===== src/common/cpu_defs.svh =====
/*
  Shared constants for the reduced 6502 core
  Bus widths, reset vector, opcode values, group-one field values,
  sequencer states, instruction classes, ALU operations,
  register selects and carry actions
*/
`ifndef CPU_DEFS_SVH
`define CPU_DEFS_SVH

// ----------------------------------------
// Widths
`define CPU_ADDR_W        16
`define CPU_DATA_W        8
`define CPU_STATE_W       4
`define CPU_CLS_W         3
`define CPU_ALU_W         4
`define CPU_SEL_W         2
`define CPU_CY_W          2

// Reset vector bytes
`define CPU_RESET_VEC_LO  16'hFFFC
`define CPU_RESET_VEC_HI  16'hFFFD

// ----------------------------------------
// Opcodes of the kept instructions
`define OP_LDA_ABS        8'hAD
`define OP_LDX_ABS        8'hAE
`define OP_LDY_ABS        8'hAC
`define OP_STA_ABS        8'h8D
`define OP_STX_ABS        8'h8E
`define OP_STY_ABS        8'h8C
`define OP_ORA_ABS        8'h0D
`define OP_AND_ABS        8'h2D
`define OP_EOR_ABS        8'h4D
`define OP_ADC_ABS        8'h6D
`define OP_CMP_ABS        8'hCD
`define OP_INC_ABS        8'hEE
`define OP_DEC_ABS        8'hCE
`define OP_JMP_ABS        8'h4C
`define OP_CLC_IMP        8'h18
`define OP_SEC_IMP        8'h38
`define OP_NOP_IMP        8'hEA

// Group-one field values (cc, bbb) and aaa operations
`define CPU_GRP1_CC       2'b01
`define CPU_MODE_ABS      3'b011
`define GRP1_ORA          3'b000
`define GRP1_AND          3'b001
`define GRP1_EOR          3'b010
`define GRP1_ADC          3'b011
`define GRP1_STA          3'b100
`define GRP1_LDA          3'b101
`define GRP1_CMP          3'b110

// ----------------------------------------
// Sequencer states
`define ST_VEC_LO         4'd0
`define ST_VEC_HI         4'd1
`define ST_FETCH          4'd2
`define ST_IMPLIED        4'd3
`define ST_OPER_LO        4'd4
`define ST_OPER_HI        4'd5
`define ST_MEM            4'd6
`define ST_MODIFY         4'd7
`define ST_WRITE          4'd8
`define ST_HALT           4'd9

// Instruction classes
`define CLS_IMPLIED       3'd0
`define CLS_JUMP          3'd1
`define CLS_READ          3'd2
`define CLS_STORE         3'd3
`define CLS_RMW           3'd4
`define CLS_ILLEGAL       3'd5

// ALU operations
`define ALU_LOAD          4'd0
`define ALU_STORE         4'd1
`define ALU_ORA           4'd2
`define ALU_AND           4'd3
`define ALU_EOR           4'd4
`define ALU_ADC           4'd5
`define ALU_CMP           4'd6
`define ALU_INC           4'd7
`define ALU_DEC           4'd8

// Register selects
`define REG_A             2'd0
`define REG_X             2'd1
`define REG_Y             2'd2
`define REG_NONE          2'd3

// Carry actions
`define CY_KEEP           2'd0
`define CY_CLEAR          2'd1
`define CY_SET            2'd2
`define CY_ALU            2'd3

`endif

===== src/common/cpu_isa_pkg.sv =====
/*
  Instruction set types of the reduced 6502 core
  One opcode byte, seen either raw or as its aaa/bbb/cc fields
*/
`include "cpu_defs.svh"

package cpu_isa_pkg;

  // Field view of an opcode byte
  typedef struct packed {
    logic [2:0] aaa;
    logic [2:0] bbb;
    logic [1:0] cc;
  } opcode_fields_t;

  // Same byte, raw or split into fields
  typedef union packed {
    logic [`CPU_DATA_W-1:0] raw;
    opcode_fields_t         f;
  } opcode_u;

endpackage


===== src/cpu_top.sv =====
/*
  Reduced 6502 core, top level
  Sequencer, opcode decoder, ALU and register file on one memory bus
  with combinational read and clocked write
*/
`timescale 1ns/1ps
`include "cpu_defs.svh"

module cpu_top (
  input  logic                   clk,
  input  logic                   resetn,
  input  logic [`CPU_DATA_W-1:0] rd_data,
  output logic [`CPU_ADDR_W-1:0] address,
  output logic [`CPU_DATA_W-1:0] wr_data,
  output logic                   wr_enable,
  output logic                   sync,
  output logic                   halted
);

  // Decode results
  cpu_isa_pkg::opcode_u   ir;
  logic [`CPU_CLS_W-1:0]  ins_class;
  logic [`CPU_ALU_W-1:0]  alu_op;
  logic [`CPU_SEL_W-1:0]  src_sel;
  logic [`CPU_SEL_W-1:0]  dst_sel;
  logic [`CPU_CY_W-1:0]   carry_op;

  // Datapath
  logic [`CPU_DATA_W-1:0] mem_data;
  logic [`CPU_DATA_W-1:0] src_value;
  logic [`CPU_DATA_W-1:0] result;
  logic                   carry;
  logic                   carry_out;
  logic                   commit;

  cpu_sequencer u_sequencer (
    .clk        (clk),
    .resetn     (resetn),
    .rd_data    (rd_data),
    .ins_class  (ins_class),
    .alu_result (result),
    .ir         (ir),
    .address    (address),
    .mem_data   (mem_data),
    .wr_data    (wr_data),
    .wr_enable  (wr_enable),
    .commit     (commit),
    .sync       (sync),
    .halted     (halted)
  );

  opcode_decoder u_decoder (
    .ir        (ir),
    .ins_class (ins_class),
    .alu_op    (alu_op),
    .src_sel   (src_sel),
    .dst_sel   (dst_sel),
    .carry_op  (carry_op)
  );

  alu u_alu (
    .alu_op    (alu_op),
    .src_value (src_value),
    .mem_data  (mem_data),
    .carry     (carry),
    .result    (result),
    .carry_out (carry_out)
  );

  reg_file u_reg_file (
    .clk       (clk),
    .resetn    (resetn),
    .commit    (commit),
    .src_sel   (src_sel),
    .dst_sel   (dst_sel),
    .carry_op  (carry_op),
    .result    (result),
    .carry_out (carry_out),
    .src_value (src_value),
    .carry     (carry)
  );

endmodule


===== src/sequencer/cpu_sequencer.sv =====
/*
  Instruction sequencer
  One instruction at a time through a multi-cycle FSM: reset vector,
  opcode fetch, absolute operand bytes, memory access and RMW write-back.
  Owns the PC, the instruction register and the bus address and write strobe
*/
`timescale 1ns/1ps
`include "cpu_defs.svh"

module cpu_sequencer (
  input  logic                   clk,
  input  logic                   resetn,
  input  logic [`CPU_DATA_W-1:0] rd_data,
  input  logic [`CPU_CLS_W-1:0]  ins_class,
  input  logic [`CPU_DATA_W-1:0] alu_result,
  output cpu_isa_pkg::opcode_u   ir,
  output logic [`CPU_ADDR_W-1:0] address,
  output logic [`CPU_DATA_W-1:0] mem_data,
  output logic [`CPU_DATA_W-1:0] wr_data,
  output logic                   wr_enable,
  output logic                   commit,
  output logic                   sync,
  output logic                   halted
);

  logic [`CPU_STATE_W-1:0] state;
  logic [`CPU_STATE_W-1:0] state_next;
  logic [`CPU_ADDR_W-1:0]  pc;
  cpu_isa_pkg::opcode_u    ir_q;
  logic [`CPU_DATA_W-1:0]  oper_lo;
  logic [`CPU_DATA_W-1:0]  oper_hi;
  logic [`CPU_DATA_W-1:0]  mem_byte;
  logic [`CPU_ADDR_W-1:0]  operand;

  assign operand = {oper_hi, oper_lo};

  // ----------------------------------------
  // State register
  always_ff @(posedge clk) begin
    if (!resetn) begin
      state <= `ST_VEC_LO;
    end else begin
      state <= state_next;
    end
  end

  // Next state, class only matters at branch points
  always_comb begin
    state_next = state;
    case (state)
      `ST_VEC_LO:  state_next = `ST_VEC_HI;
      `ST_VEC_HI:  state_next = `ST_FETCH;
      `ST_FETCH: begin
        if (ins_class == `CLS_ILLEGAL) begin
          state_next = `ST_HALT;
        end else if (ins_class == `CLS_IMPLIED) begin
          state_next = `ST_IMPLIED;
        end else begin
          state_next = `ST_OPER_LO;
        end
      end
      `ST_IMPLIED: state_next = `ST_FETCH;
      `ST_OPER_LO: state_next = `ST_OPER_HI;
      // JMP is done once the high byte is in
      `ST_OPER_HI: state_next = (ins_class == `CLS_JUMP) ? `ST_FETCH : `ST_MEM;
      `ST_MEM:     state_next = (ins_class == `CLS_RMW) ? `ST_MODIFY : `ST_FETCH;
      `ST_MODIFY:  state_next = `ST_WRITE;
      `ST_WRITE:   state_next = `ST_FETCH;
      // Halt state and unused codes stay halted
      default:     state_next = `ST_HALT;
    endcase
  end

  // ----------------------------------------
  // PC, instruction and operand registers
  always_ff @(posedge clk) begin
    case (state)
      `ST_VEC_LO:  pc[7:0]  <= rd_data;
      `ST_VEC_HI:  pc[15:8] <= rd_data;
      `ST_FETCH:   ir_q.raw <= rd_data;
      `ST_IMPLIED: pc       <= pc + 16'd1;
      `ST_OPER_LO: oper_lo  <= rd_data;
      `ST_OPER_HI: begin
        oper_hi <= rd_data;
        // Jump target straight from the bus
        if (ins_class == `CLS_JUMP) begin
          pc <= {rd_data, oper_lo};
        end
      end
      `ST_MEM: begin
        // Byte kept for the modify and write cycles
        mem_byte <= rd_data;
        if (ins_class != `CLS_RMW) begin
          pc <= pc + 16'd3;
        end
      end
      `ST_WRITE:   pc <= pc + 16'd3;
      default: begin
      end
    endcase
  end

  // Decoder sees the opcode on the bus during fetch
  always_comb begin
    if (state == `ST_FETCH) begin
      ir.raw = rd_data;
    end else begin
      ir = ir_q;
    end
  end

  // ----------------------------------------
  // Bus address and strobes
  always_comb begin
    address   = pc;
    sync      = 1'b0;
    commit    = 1'b0;
    wr_enable = 1'b0;
    halted    = 1'b0;
    case (state)
      `ST_VEC_LO:  address = `CPU_RESET_VEC_LO;
      `ST_VEC_HI:  address = `CPU_RESET_VEC_HI;
      `ST_FETCH:   sync = 1'b1;
      `ST_IMPLIED: begin
        address = pc + 16'd1;
        commit  = 1'b1;
      end
      `ST_OPER_LO: address = pc + 16'd1;
      `ST_OPER_HI: address = pc + 16'd2;
      `ST_MEM: begin
        address   = operand;
        commit    = (ins_class == `CLS_READ);
        wr_enable = (ins_class == `CLS_STORE);
      end
      `ST_MODIFY:  address = operand;
      `ST_WRITE: begin
        address   = operand;
        wr_enable = 1'b1;
      end
      `ST_HALT:    halted = 1'b1;
      default: begin
      end
    endcase
  end

  // Live read data except while the latched RMW byte is in use
  assign mem_data = (state == `ST_MODIFY || state == `ST_WRITE) ? mem_byte : rd_data;

  // Stores and RMW write back whatever the ALU produces
  assign wr_data = alu_result;

endmodule


===== src/sequencer/opcode_decoder.sv =====
/*
  Opcode decoder
  Group-one absolute instructions decode from the aaa/bbb/cc fields,
  the rest by raw value. Anything unknown is illegal
*/
`timescale 1ns/1ps
`include "cpu_defs.svh"

module opcode_decoder (
  input  cpu_isa_pkg::opcode_u   ir,
  output logic [`CPU_CLS_W-1:0]  ins_class,
  output logic [`CPU_ALU_W-1:0]  alu_op,
  output logic [`CPU_SEL_W-1:0]  src_sel,
  output logic [`CPU_SEL_W-1:0]  dst_sel,
  output logic [`CPU_CY_W-1:0]   carry_op
);

  always_comb begin
    // Defaults: illegal, no register or carry change
    ins_class = `CLS_ILLEGAL;
    alu_op    = `ALU_LOAD;
    src_sel   = `REG_A;
    dst_sel   = `REG_NONE;
    carry_op  = `CY_KEEP;

    if (ir.f.cc == `CPU_GRP1_CC && ir.f.bbb == `CPU_MODE_ABS) begin
      // ----------------------------------------
      // Group one, accumulator against memory
      ins_class = `CLS_READ;
      dst_sel   = `REG_A;
      case (ir.f.aaa)
        `GRP1_ORA: alu_op = `ALU_ORA;
        `GRP1_AND: alu_op = `ALU_AND;
        `GRP1_EOR: alu_op = `ALU_EOR;
        `GRP1_ADC: begin
          alu_op   = `ALU_ADC;
          carry_op = `CY_ALU;
        end
        `GRP1_LDA: alu_op = `ALU_LOAD;
        `GRP1_STA: begin
          ins_class = `CLS_STORE;
          alu_op    = `ALU_STORE;
          dst_sel   = `REG_NONE;
        end
        // Only the borrow survives, A untouched
        `GRP1_CMP: begin
          alu_op   = `ALU_CMP;
          dst_sel  = `REG_NONE;
          carry_op = `CY_ALU;
        end
        // SBC not supported
        default: begin
          ins_class = `CLS_ILLEGAL;
          dst_sel   = `REG_NONE;
        end
      endcase
    end else begin
      // ----------------------------------------
      // Everything else by exact value
      case (ir.raw)
        `OP_LDX_ABS: begin
          ins_class = `CLS_READ;
          dst_sel   = `REG_X;
        end
        `OP_LDY_ABS: begin
          ins_class = `CLS_READ;
          dst_sel   = `REG_Y;
        end
        `OP_STX_ABS: begin
          ins_class = `CLS_STORE;
          alu_op    = `ALU_STORE;
          src_sel   = `REG_X;
        end
        `OP_STY_ABS: begin
          ins_class = `CLS_STORE;
          alu_op    = `ALU_STORE;
          src_sel   = `REG_Y;
        end
        `OP_INC_ABS: begin
          ins_class = `CLS_RMW;
          alu_op    = `ALU_INC;
        end
        `OP_DEC_ABS: begin
          ins_class = `CLS_RMW;
          alu_op    = `ALU_DEC;
        end
        `OP_JMP_ABS: ins_class = `CLS_JUMP;
        `OP_CLC_IMP: begin
          ins_class = `CLS_IMPLIED;
          carry_op  = `CY_CLEAR;
        end
        `OP_SEC_IMP: begin
          ins_class = `CLS_IMPLIED;
          carry_op  = `CY_SET;
        end
        `OP_NOP_IMP: ins_class = `CLS_IMPLIED;
        default: begin
        end
      endcase
    end
  end

endmodule


===== src/execute/reg_file.sv =====
/*
  Register file
  A, X, Y and the carry flag. Source read is combinational,
  destination and carry update on the commit strobe
*/
`timescale 1ns/1ps
`include "cpu_defs.svh"

module reg_file (
  input  logic                   clk,
  input  logic                   resetn,
  input  logic                   commit,
  input  logic [`CPU_SEL_W-1:0]  src_sel,
  input  logic [`CPU_SEL_W-1:0]  dst_sel,
  input  logic [`CPU_CY_W-1:0]   carry_op,
  input  logic [`CPU_DATA_W-1:0] result,
  input  logic                   carry_out,
  output logic [`CPU_DATA_W-1:0] src_value,
  output logic                   carry
);

  logic [`CPU_DATA_W-1:0] reg_a;
  logic [`CPU_DATA_W-1:0] reg_x;
  logic [`CPU_DATA_W-1:0] reg_y;

  // Source read-out, REG_NONE reads zero
  always_comb begin
    case (src_sel)
      `REG_A:  src_value = reg_a;
      `REG_X:  src_value = reg_x;
      `REG_Y:  src_value = reg_y;
      default: src_value = '0;
    endcase
  end

  always_ff @(posedge clk) begin
    if (!resetn) begin
      reg_a <= '0;
      reg_x <= '0;
      reg_y <= '0;
      carry <= 1'b0;
    end else if (commit) begin
      // Destination write
      case (dst_sel)
        `REG_A:  reg_a <= result;
        `REG_X:  reg_x <= result;
        `REG_Y:  reg_y <= result;
        default: begin
        end
      endcase
      // Carry action
      case (carry_op)
        `CY_CLEAR: carry <= 1'b0;
        `CY_SET:   carry <= 1'b1;
        `CY_ALU:   carry <= carry_out;
        default:   carry <= carry;
      endcase
    end
  end

endmodule


===== src/execute/alu.sv =====
/*
  8-bit ALU
  Pass-through for loads and stores, logic ops and ADC on A and M,
  compare borrow, and memory increment/decrement for RMW
*/
`timescale 1ns/1ps
`include "cpu_defs.svh"

module alu (
  input  logic [`CPU_ALU_W-1:0]  alu_op,
  input  logic [`CPU_DATA_W-1:0] src_value,
  input  logic [`CPU_DATA_W-1:0] mem_data,
  input  logic                   carry,
  output logic [`CPU_DATA_W-1:0] result,
  output logic                   carry_out
);

  // Extra bit catches carry or borrow
  logic [`CPU_DATA_W:0] sum;
  logic [`CPU_DATA_W:0] diff;

  assign sum  = {1'b0, src_value} + {1'b0, mem_data} + {{`CPU_DATA_W{1'b0}}, carry};
  assign diff = {1'b0, src_value} - {1'b0, mem_data};

  always_comb begin
    // Carry passes through unless the op says otherwise
    result    = mem_data;
    carry_out = carry;
    case (alu_op)
      `ALU_LOAD:  result = mem_data;
      `ALU_STORE: result = src_value;
      `ALU_ORA:   result = src_value | mem_data;
      `ALU_AND:   result = src_value & mem_data;
      `ALU_EOR:   result = src_value ^ mem_data;
      `ALU_ADC: begin
        result    = sum[`CPU_DATA_W-1:0];
        carry_out = sum[`CPU_DATA_W];
      end
      // C set when A >= M, i.e. no borrow
      `ALU_CMP: begin
        result    = diff[`CPU_DATA_W-1:0];
        carry_out = ~diff[`CPU_DATA_W];
      end
      `ALU_INC:   result = mem_data + 8'd1;
      `ALU_DEC:   result = mem_data - 8'd1;
      default: begin
      end
    endcase
  end

endmodule


===== config.mk =====
export PLATFORM = sky130hd
export DESIGN_NAME = cpu_top
export DESIGN_NICKNAME = d
export VERILOG_FILES = /design/src/common/cpu_isa_pkg.sv /design/src/cpu_top.sv /design/src/sequencer/cpu_sequencer.sv /design/src/sequencer/opcode_decoder.sv /design/src/execute/reg_file.sv /design/src/execute/alu.sv
export VERILOG_INCLUDE_DIRS = /design/src /design/src/common
export SDC_FILE = /design/constraint.sdc
export NUM_CORES = 1
export LEC_CHECK = 0
export ABC_CLOCK_PERIOD_IN_PS = 4400
export BUFFER_PORTS_ARGS = -buffer_cell sky130_fd_sc_hd__buf_2
export CAP_MARGIN = 20
export CORE_UTILIZATION = 45
export DETAILED_ROUTE_END_ITERATION = 12
export PLACE_DENSITY = 0.61
export SYNTH_ARGS = -nofsm -noshare
export SYNTH_HDL_FRONTEND = slang
export SYNTH_SLANG_ARGS = --single-unit

===== constraint.sdc =====
create_clock -name clk -period 4.4 [get_ports clk]
set_clock_uncertainty 0.05 [all_clocks]
set_input_delay 0.22 -clock clk [delete_from_list [all_inputs] [get_ports clk]]
set_output_delay 0.22 -clock clk [all_outputs]
set_load 0.03 [all_outputs]

# Word-level counts from Yosys, hierarchy flattened
# Index checks and enable logic that the tools add are counted.
# word_totals
word_cells	134
ff_bits	77
input_bits	10
# op_classes
n_reduce_logical	26
n_bitwise	4
addsub	8
eq_ne	51
muxes	34
# op_table
op	n
case mux 16 bit (5 select lines)	1
case mux 8 bit (5 select lines)	2
case mux 8 bit (8 select lines)	1
equality test 8 bit (second input constant)	7
adder 16 x 2 -> 16 bit (second input constant)	2
equality test 4 x 3 -> 1 bit (second input constant)	8
two-way mux 16 bit	2
case mux 4 bit (7 select lines)	1
case mux 8 bit (3 select lines)	1
case mux 3 bit (6 select lines)	1
adder 16 x 1 -> 16 bit (second input constant)	1
equality test 4 x 2 -> 1 bit (second input constant)	4
two-way mux 8 bit	2
equality test 3 x 2 -> 1 bit (second input constant)	5
equality test 3 bit (second input constant)	5
case mux 3 bit (5 select lines)	1
equality test 4 bit (second input constant)	3
two-way mux 3 bit	4
case mux 2 bit (2 select lines)	3
case mux 4 bit (3 select lines)	1
two-way mux 2 bit	5
nonzero test 5 bit	2
OR reduction 2 bit	5
adder 8 x 8 -> 9 bit	1
other kinds (33)	55

# Depth between registers and ports, before layout
# logic_depth
ltp_word	11
depth_mapped	20
mapped_depth_nobuf	18

# Cells and area by module
# From an unflattened synthesis, not the netlist that was laid out.
# unflattened
hier_cells	927
area_unflattened_um2	7320.8
# modules_own_cells
module	seq_area_each_um2	cells_each	n_inst	area_per_inst_um2
cpu_sequencer	1441.4	477	1	4107.7
alu	0.0	255	1	1734.2
reg_file	500.5	123	1	1064.8
opcode_decoder	0.0	72	1	414.1

# Worst setup path before layout
# Ideal clock, no wire load.
# synth_path
path_type	reg-to-reg
startpoint	reg u_sequencer.state[0]
endpoint	reg u_reg_file.reg_x[7]
setup_ns	0.117
stages_incl_launch_ff	16
arrival_ns	4.444
synth_period_minus_slack_ns	4.611
path_slack_ns	-0.211
n_path_buf	2
path_cell_list	dfxtp_1 > or4b_1 > buf_6 > nor4_4 > a31oi_1 > buf_2 > a2111oi_4 > ha_1 > and3_1 > a2111oi_0 > o31ai_1 > a21oi_1 > xnor2_1 > o41ai_1 > a2bb2oi_2 > a22o_1
# synth_between
elab_chain_cells	10
# synth_lines
element	line	text
from (decl)	cpu_sequencer.sv:26	logic [`CPU_STATE_W-1:0] state;
from (signal assigned)	cpu_sequencer.sv:41	state <= `ST_VEC_LO;
from (signal assigned)	cpu_sequencer.sv:43	state <= state_next;
equality test 4 x 2 -> 1 bit (no source line)	--	
two-way mux 8 bit	cpu_sequencer.sv:105	if (state == `ST_FETCH) begin
equality test 8 bit (tied with other cells)	opcode_decoder.sv:60	case (ir.raw)
case mux 2 bit (2 select lines) or logical AND 1 bit (tied branches)	--	
two-way mux 2 bit	opcode_decoder.sv:26	if (ir.f.cc == `CPU_GRP1_CC && ir.f.bbb == `CPU_MODE_ABS) begin
equality test 2 bit (tied with other cells)	reg_file.sv:28	case (src_sel)
case mux 8 bit (3 select lines)	reg_file.sv:28	
adder 8 x 8 -> 9 bit	alu.sv:22	assign sum = {1'b0, src_value} + {1'b0, mem_data} + {{`CPU_DATA_W{1'b0}}, carry};
adder 9 x 1 -> 9 bit	alu.sv:22	
case mux 8 bit (8 select lines) *	alu.sv:29	case (alu_op)
named net wr_data[7]	cpu_top.sv:14	output logic [`CPU_DATA_W-1:0] wr_data,
to (signal assigned)	reg_file.sv:46	`REG_X: reg_x <= result;
to (decl)	reg_file.sv:23	logic [`CPU_DATA_W-1:0] reg_x;
# The timed path passes the listed nets; every way through them passes the cells marked *.
# A chain may end at the register's enable or synchronous reset.

# Worst setup path in the final report
# layout_path
startpoint	reg u_sequencer.state[3]
endpoint	out wr_data[7]
# layout_between
elab_chain_cells	10
# layout_lines
element	line
equality test 4 x 2 -> 1 bit (no source line)	--
two-way mux 8 bit	cpu_sequencer.sv:105
equality test 8 bit (tied with other cells)	opcode_decoder.sv:60
case mux 2 bit (2 select lines) or logical AND 1 bit (tied branches)	--
two-way mux 2 bit	opcode_decoder.sv:26
equality test 2 bit (tied with other cells)	reg_file.sv:28
case mux 8 bit (3 select lines)	reg_file.sv:28
adder 8 x 8 -> 9 bit	alu.sv:22
adder 9 x 1 -> 9 bit	alu.sv:22
case mux 8 bit (8 select lines) *	alu.sv:29
to (decl)	cpu_top.sv:14
# Every way passes the cells marked *; elsewhere a longest branch is shown, timed or not.

==> out/metrics.yaml <==
status: "finished with violations"
failed_checks: "setup timing"
internal_power_w: 0.002303
rows: 45
num_vias: 7719
dieArea_um2: 16060
finalMaxSlewViolations: 0
required_ps: 4130
hold_viol_final: 0
syn-instance-count: 859
nNetsFinal: 1076
crit_family: "simple AND/OR/NAND/NOR gates"
path_clk_slew_ps: 60
grt_overflow: 0
place_area_um2: 8162
avgRoutedWirePerCell_um: 21.92
async_reset_ff_share_pct: 0
cts_tree: "yes"
holdWs_ps: 162.7
ir_drop_mv: 0.2785
reg2reg_from: "u_sequencer.state[3]$_SDFF_PN0_"
antenna_found_initial: 0
core_um2: 15200
critPathArrivalTime_ps: 4440
htree_levels: 3
area_growth_pct: 36.56
synth_top_family_by_area: "compound AO/OA/AOI/OAI gates"
synth-compound-area-share_pct: 29.59
start_kind: "flip-flop"
first_iter_violations: 855
fmax_mhz: 212.2
path_max_fanout: 8
yosys.area_share.simple_pct: 21.36
clockBufferDepth: 2
grt_pass1_wl_um: 40190
timing.critical_path.cells: "or4b_4 > buf_12 > or4b_4 > a21boi_2 > a221oi_4 > buf_6 > ha_4 > buf_4 > o21ba_4 > o211ai_1 > a2111oi_2 > nor2_1 > xnor2_1 > o2bb2ai_2 > or3_4 > a2bb2oi_4 > buf_6"
synthesis.nets: 913
leakage_nw: 3.829
critical-path-slowest-cell: "or4b_4"
dr.pass1.iters: 6
r2r_slack_ps: -150
dp_slack_ps: -153.5
grt_setup_unrepaired: "yes"
cts_buffers: 9
gp_congestion: 0.9591
period_share_pct: 107.1
dp_hpwl_um: 18920
synth_fa_ha_area_share_pct: 8.295
synth_edf_count: 40
initial_core_util_pct: 46.04
io_buffers: 36
critPathMaxStageDelay_ps: 610
root_buffer: "clkbuf_16"
tightest_slew_ps: 1221
synthDistinctLibCells: 88
synth_xor_area_share_pct: 2.628
p_comb_share_pct: 57.2
ys.flop_type: "edfxtp_1"
cts_sinks: 77
min_from: "rd_data[0]"
min_period_ps: 4712
synth-seq-area-share_pct: 27.74
ys_ff_latch: 77
pwr-share-clk_pct: 18.4
hold_class: "primary input to flip-flop"
via_per_inst: 6.353
max_cap_viol_count: 0
chipHeight_um: 126.7
p_seq_share_pct: 24.4
grt_pass1_vias: 7334
syn_area_um2: 6999
crit_buf_inv: 4
finalSetupViolCount: 11
relSlewSlack_pct: 18.30
drc: 0
drive_gt1_share_pct: 33.01
worst-setup-path-type: "flip-flop to primary output"
grtUsageTotal_pct: 32.33
clkLatencyLatePin_ps: 350
yosys_warnings: 0
fp.dieW_um: 126.7
grt_max_degree: 26
critPathCaptureType: "primary output"
diodes: 0
io_pins: 37
p_sw_share_pct: 44.36
crit_path_start: "u_sequencer.state[3]$_SDFF_PN0_"
synthMuxAreaShare_pct: 4.469
fin_ws_ps: -311.5
p_switching_w: 0.001836
ant_nets: 0
syn_avg_cell_area_um2: 8.148
powerDensity_nw_per_um2: 433.1
stdcell_area_um2: 9558
wirelength_um: 26630
flip-flops by register name (all words and copies together), names as in the netlist:
name	flops
u_sequencer.pc	16
u_reg_file.reg_a	8
u_reg_file.reg_x	8
u_reg_file.reg_y	8
u_sequencer.ir_q	8
u_sequencer.mem_byte	8
u_sequencer.oper_hi	8
u_sequencer.oper_lo	8
u_sequencer.state	4
u_reg_file.carry	1
final timing paths:
path | end | depth (start not counted)
max | wr_data[7] | 17
min | u_sequencer.ir_q[0]$_DFF_P_ | 3
max reg2reg | u_reg_file.reg_y[7]$_SDFFE_PN0P_ | 19
min reg2reg | u_reg_file.reg_a[3]$_SDFFE_PN0P_ | 2
synth_stat cells (all sizes together), types with 8 or more instances:
master / n / area, um^2
a22o: 13 / 113.9
inv: 47 / 176.4
nand3: 28 / 145.1
buf: 14 / 95.08
clkbuf: 36 / 135.1
mux2i: 23 / 267.8
a21oi: 70 / 354.1
edfxtp: 40 / 1201
a22oi: 8 / 60.06
or2: 8 / 50.05
o211ai: 13 / 97.59
and3: 9 / 56.30
nand2b: 10 / 62.56
a21o: 13 / 97.59
xnor2: 15 / 131.4
nor4: 11 / 96.34
nor2: 81 / 304.0
nand2: 87 / 326.6
dfxtp: 37 / 740.7
a31oi: 8 / 50.05
a221o: 8 / 80.08
o21ai: 52 / 260.3
ha: 40 / 500.5
nor3: 21 / 120.1
a21boi: 8 / 60.06
a221oi: 22 / 192.7
layout make-up:
cell class / count / area [um^2]
Timing Repair Buffer: 202 / 1579
Multi-Input combinational cell: 683 / 5320
Clock buffer: 10 / 229.0
Clock inverter: 6 / 63.81
Tap cell: 188 / 235.2
Fill cell: 1268 / 5644
Inverter: 49 / 186.4
Sequential cell: 77 / 1944
power by group through the flow:
| stage | combinational [W] | clock (W) | sequential [W] |
|---|---|---|---|
| floorplan | 0.00128 | 0 | 0.000966 |
| CTS | 0.00213 | 0.000764 | 0.00100 |
| global route | 0.00252 | 0.000787 | 0.00103 |
| detailed placement | 0.00188 | 0 | 0.00102 |
| global placement | 0.00186 | 0 | 0.00101 |
| finish | 0.00237 | 0.000760 | 0.00101 |
cells in the final DEF, fill, tap and decap left out, types with 9 or more instances in the layout:
| cell | netlist | final |
|---|---|---|
| nor2_1 | 81 | 77 |
| nand2_1 | 87 | 87 |
| ha_1 | 40 | 30 |
| mux2i_1 | 20 | 16 |
| dfxtp_1 | 37 | 35 |
| a21o_1 | 13 | 12 |
| nand2b_1 | 10 | 10 |
| a22o_1 | 13 | 13 |
| edfxtp_1 | 40 | 40 |
| clkbuf_16 | 0 | 9 |
| a221oi_1 | 22 | 17 |
| inv_1 | 45 | 40 |
| a21oi_1 | 69 | 62 |
| xnor2_1 | 15 | 14 |
| buf_6 | 3 | 24 |
| ha_4 | 0 | 9 |
| nand3_1 | 27 | 27 |
| o211ai_1 | 13 | 13 |
| buf_4 | 3 | 145 |
| nor3_1 | 18 | 16 |
| buf_2 | 7 | 29 |
| o21ai_0 | 47 | 44 |
routing by layer:
layer	track usage [%]	wire length [um]	part of all wire [%]
met1	39.57	10870	41
met2	56.58	12810	48
met4	15.20	1240	4.7
met5	0	0	0
met3	4.007	1712	6.4
cells by family (layout without fill, tap and decap cells):
group                      after synthesis  in the layout
adders and majority gates               44             44
DFF                                     77             77
xor gates and xnor gates                21             21
and+or+nand+nor                        300            300
muxes                                   27             27
AOI/OAI and AO/OA                      291            291
buffers and inverters                   99            267
stage by stage:
stage          instances  setup TNS (ps)  power, W  util, %
2_1_floorplan        859               0  0.002247        -
3_3_place_gp        1156          -27.43  0.002873    53.69
3_5_place_dp        1156          -295.7  0.002899    53.69
4_1_cts             1194          -531.1  0.003894    59.94
5_1_grt             1215           -2597  0.004335    62.87
6_report            1215           -1543  0.004139    62.87
worst register-to-register path: stages, from the launching register on:
cell       delay (ps)
dfxtp_2           320
or4b_4            550
buf_12            170
or4b_4            610
a21boi_2          220
a221oi_4           60
buf_6             140
ha_4              150
buf_4             130
o21ba_4           190
o211ai_1          280
a2111oi_2         120
nor2_1            180
xnor2_1           120
o2bb2ai_2         140
or3_4             410
a2bb2oi_4         160
buf_4             150
buf_6             110
a22o_1            190
repair_timing:
item	in CTS	in global routing
pin swaps	48	42
setup endpoints to repair	11	13
resized for setup	104	55
cloned	1	1
hold buffers	0	0
setup buffers	23	21
No activity file was read; power rests on OpenSTA's default activity.
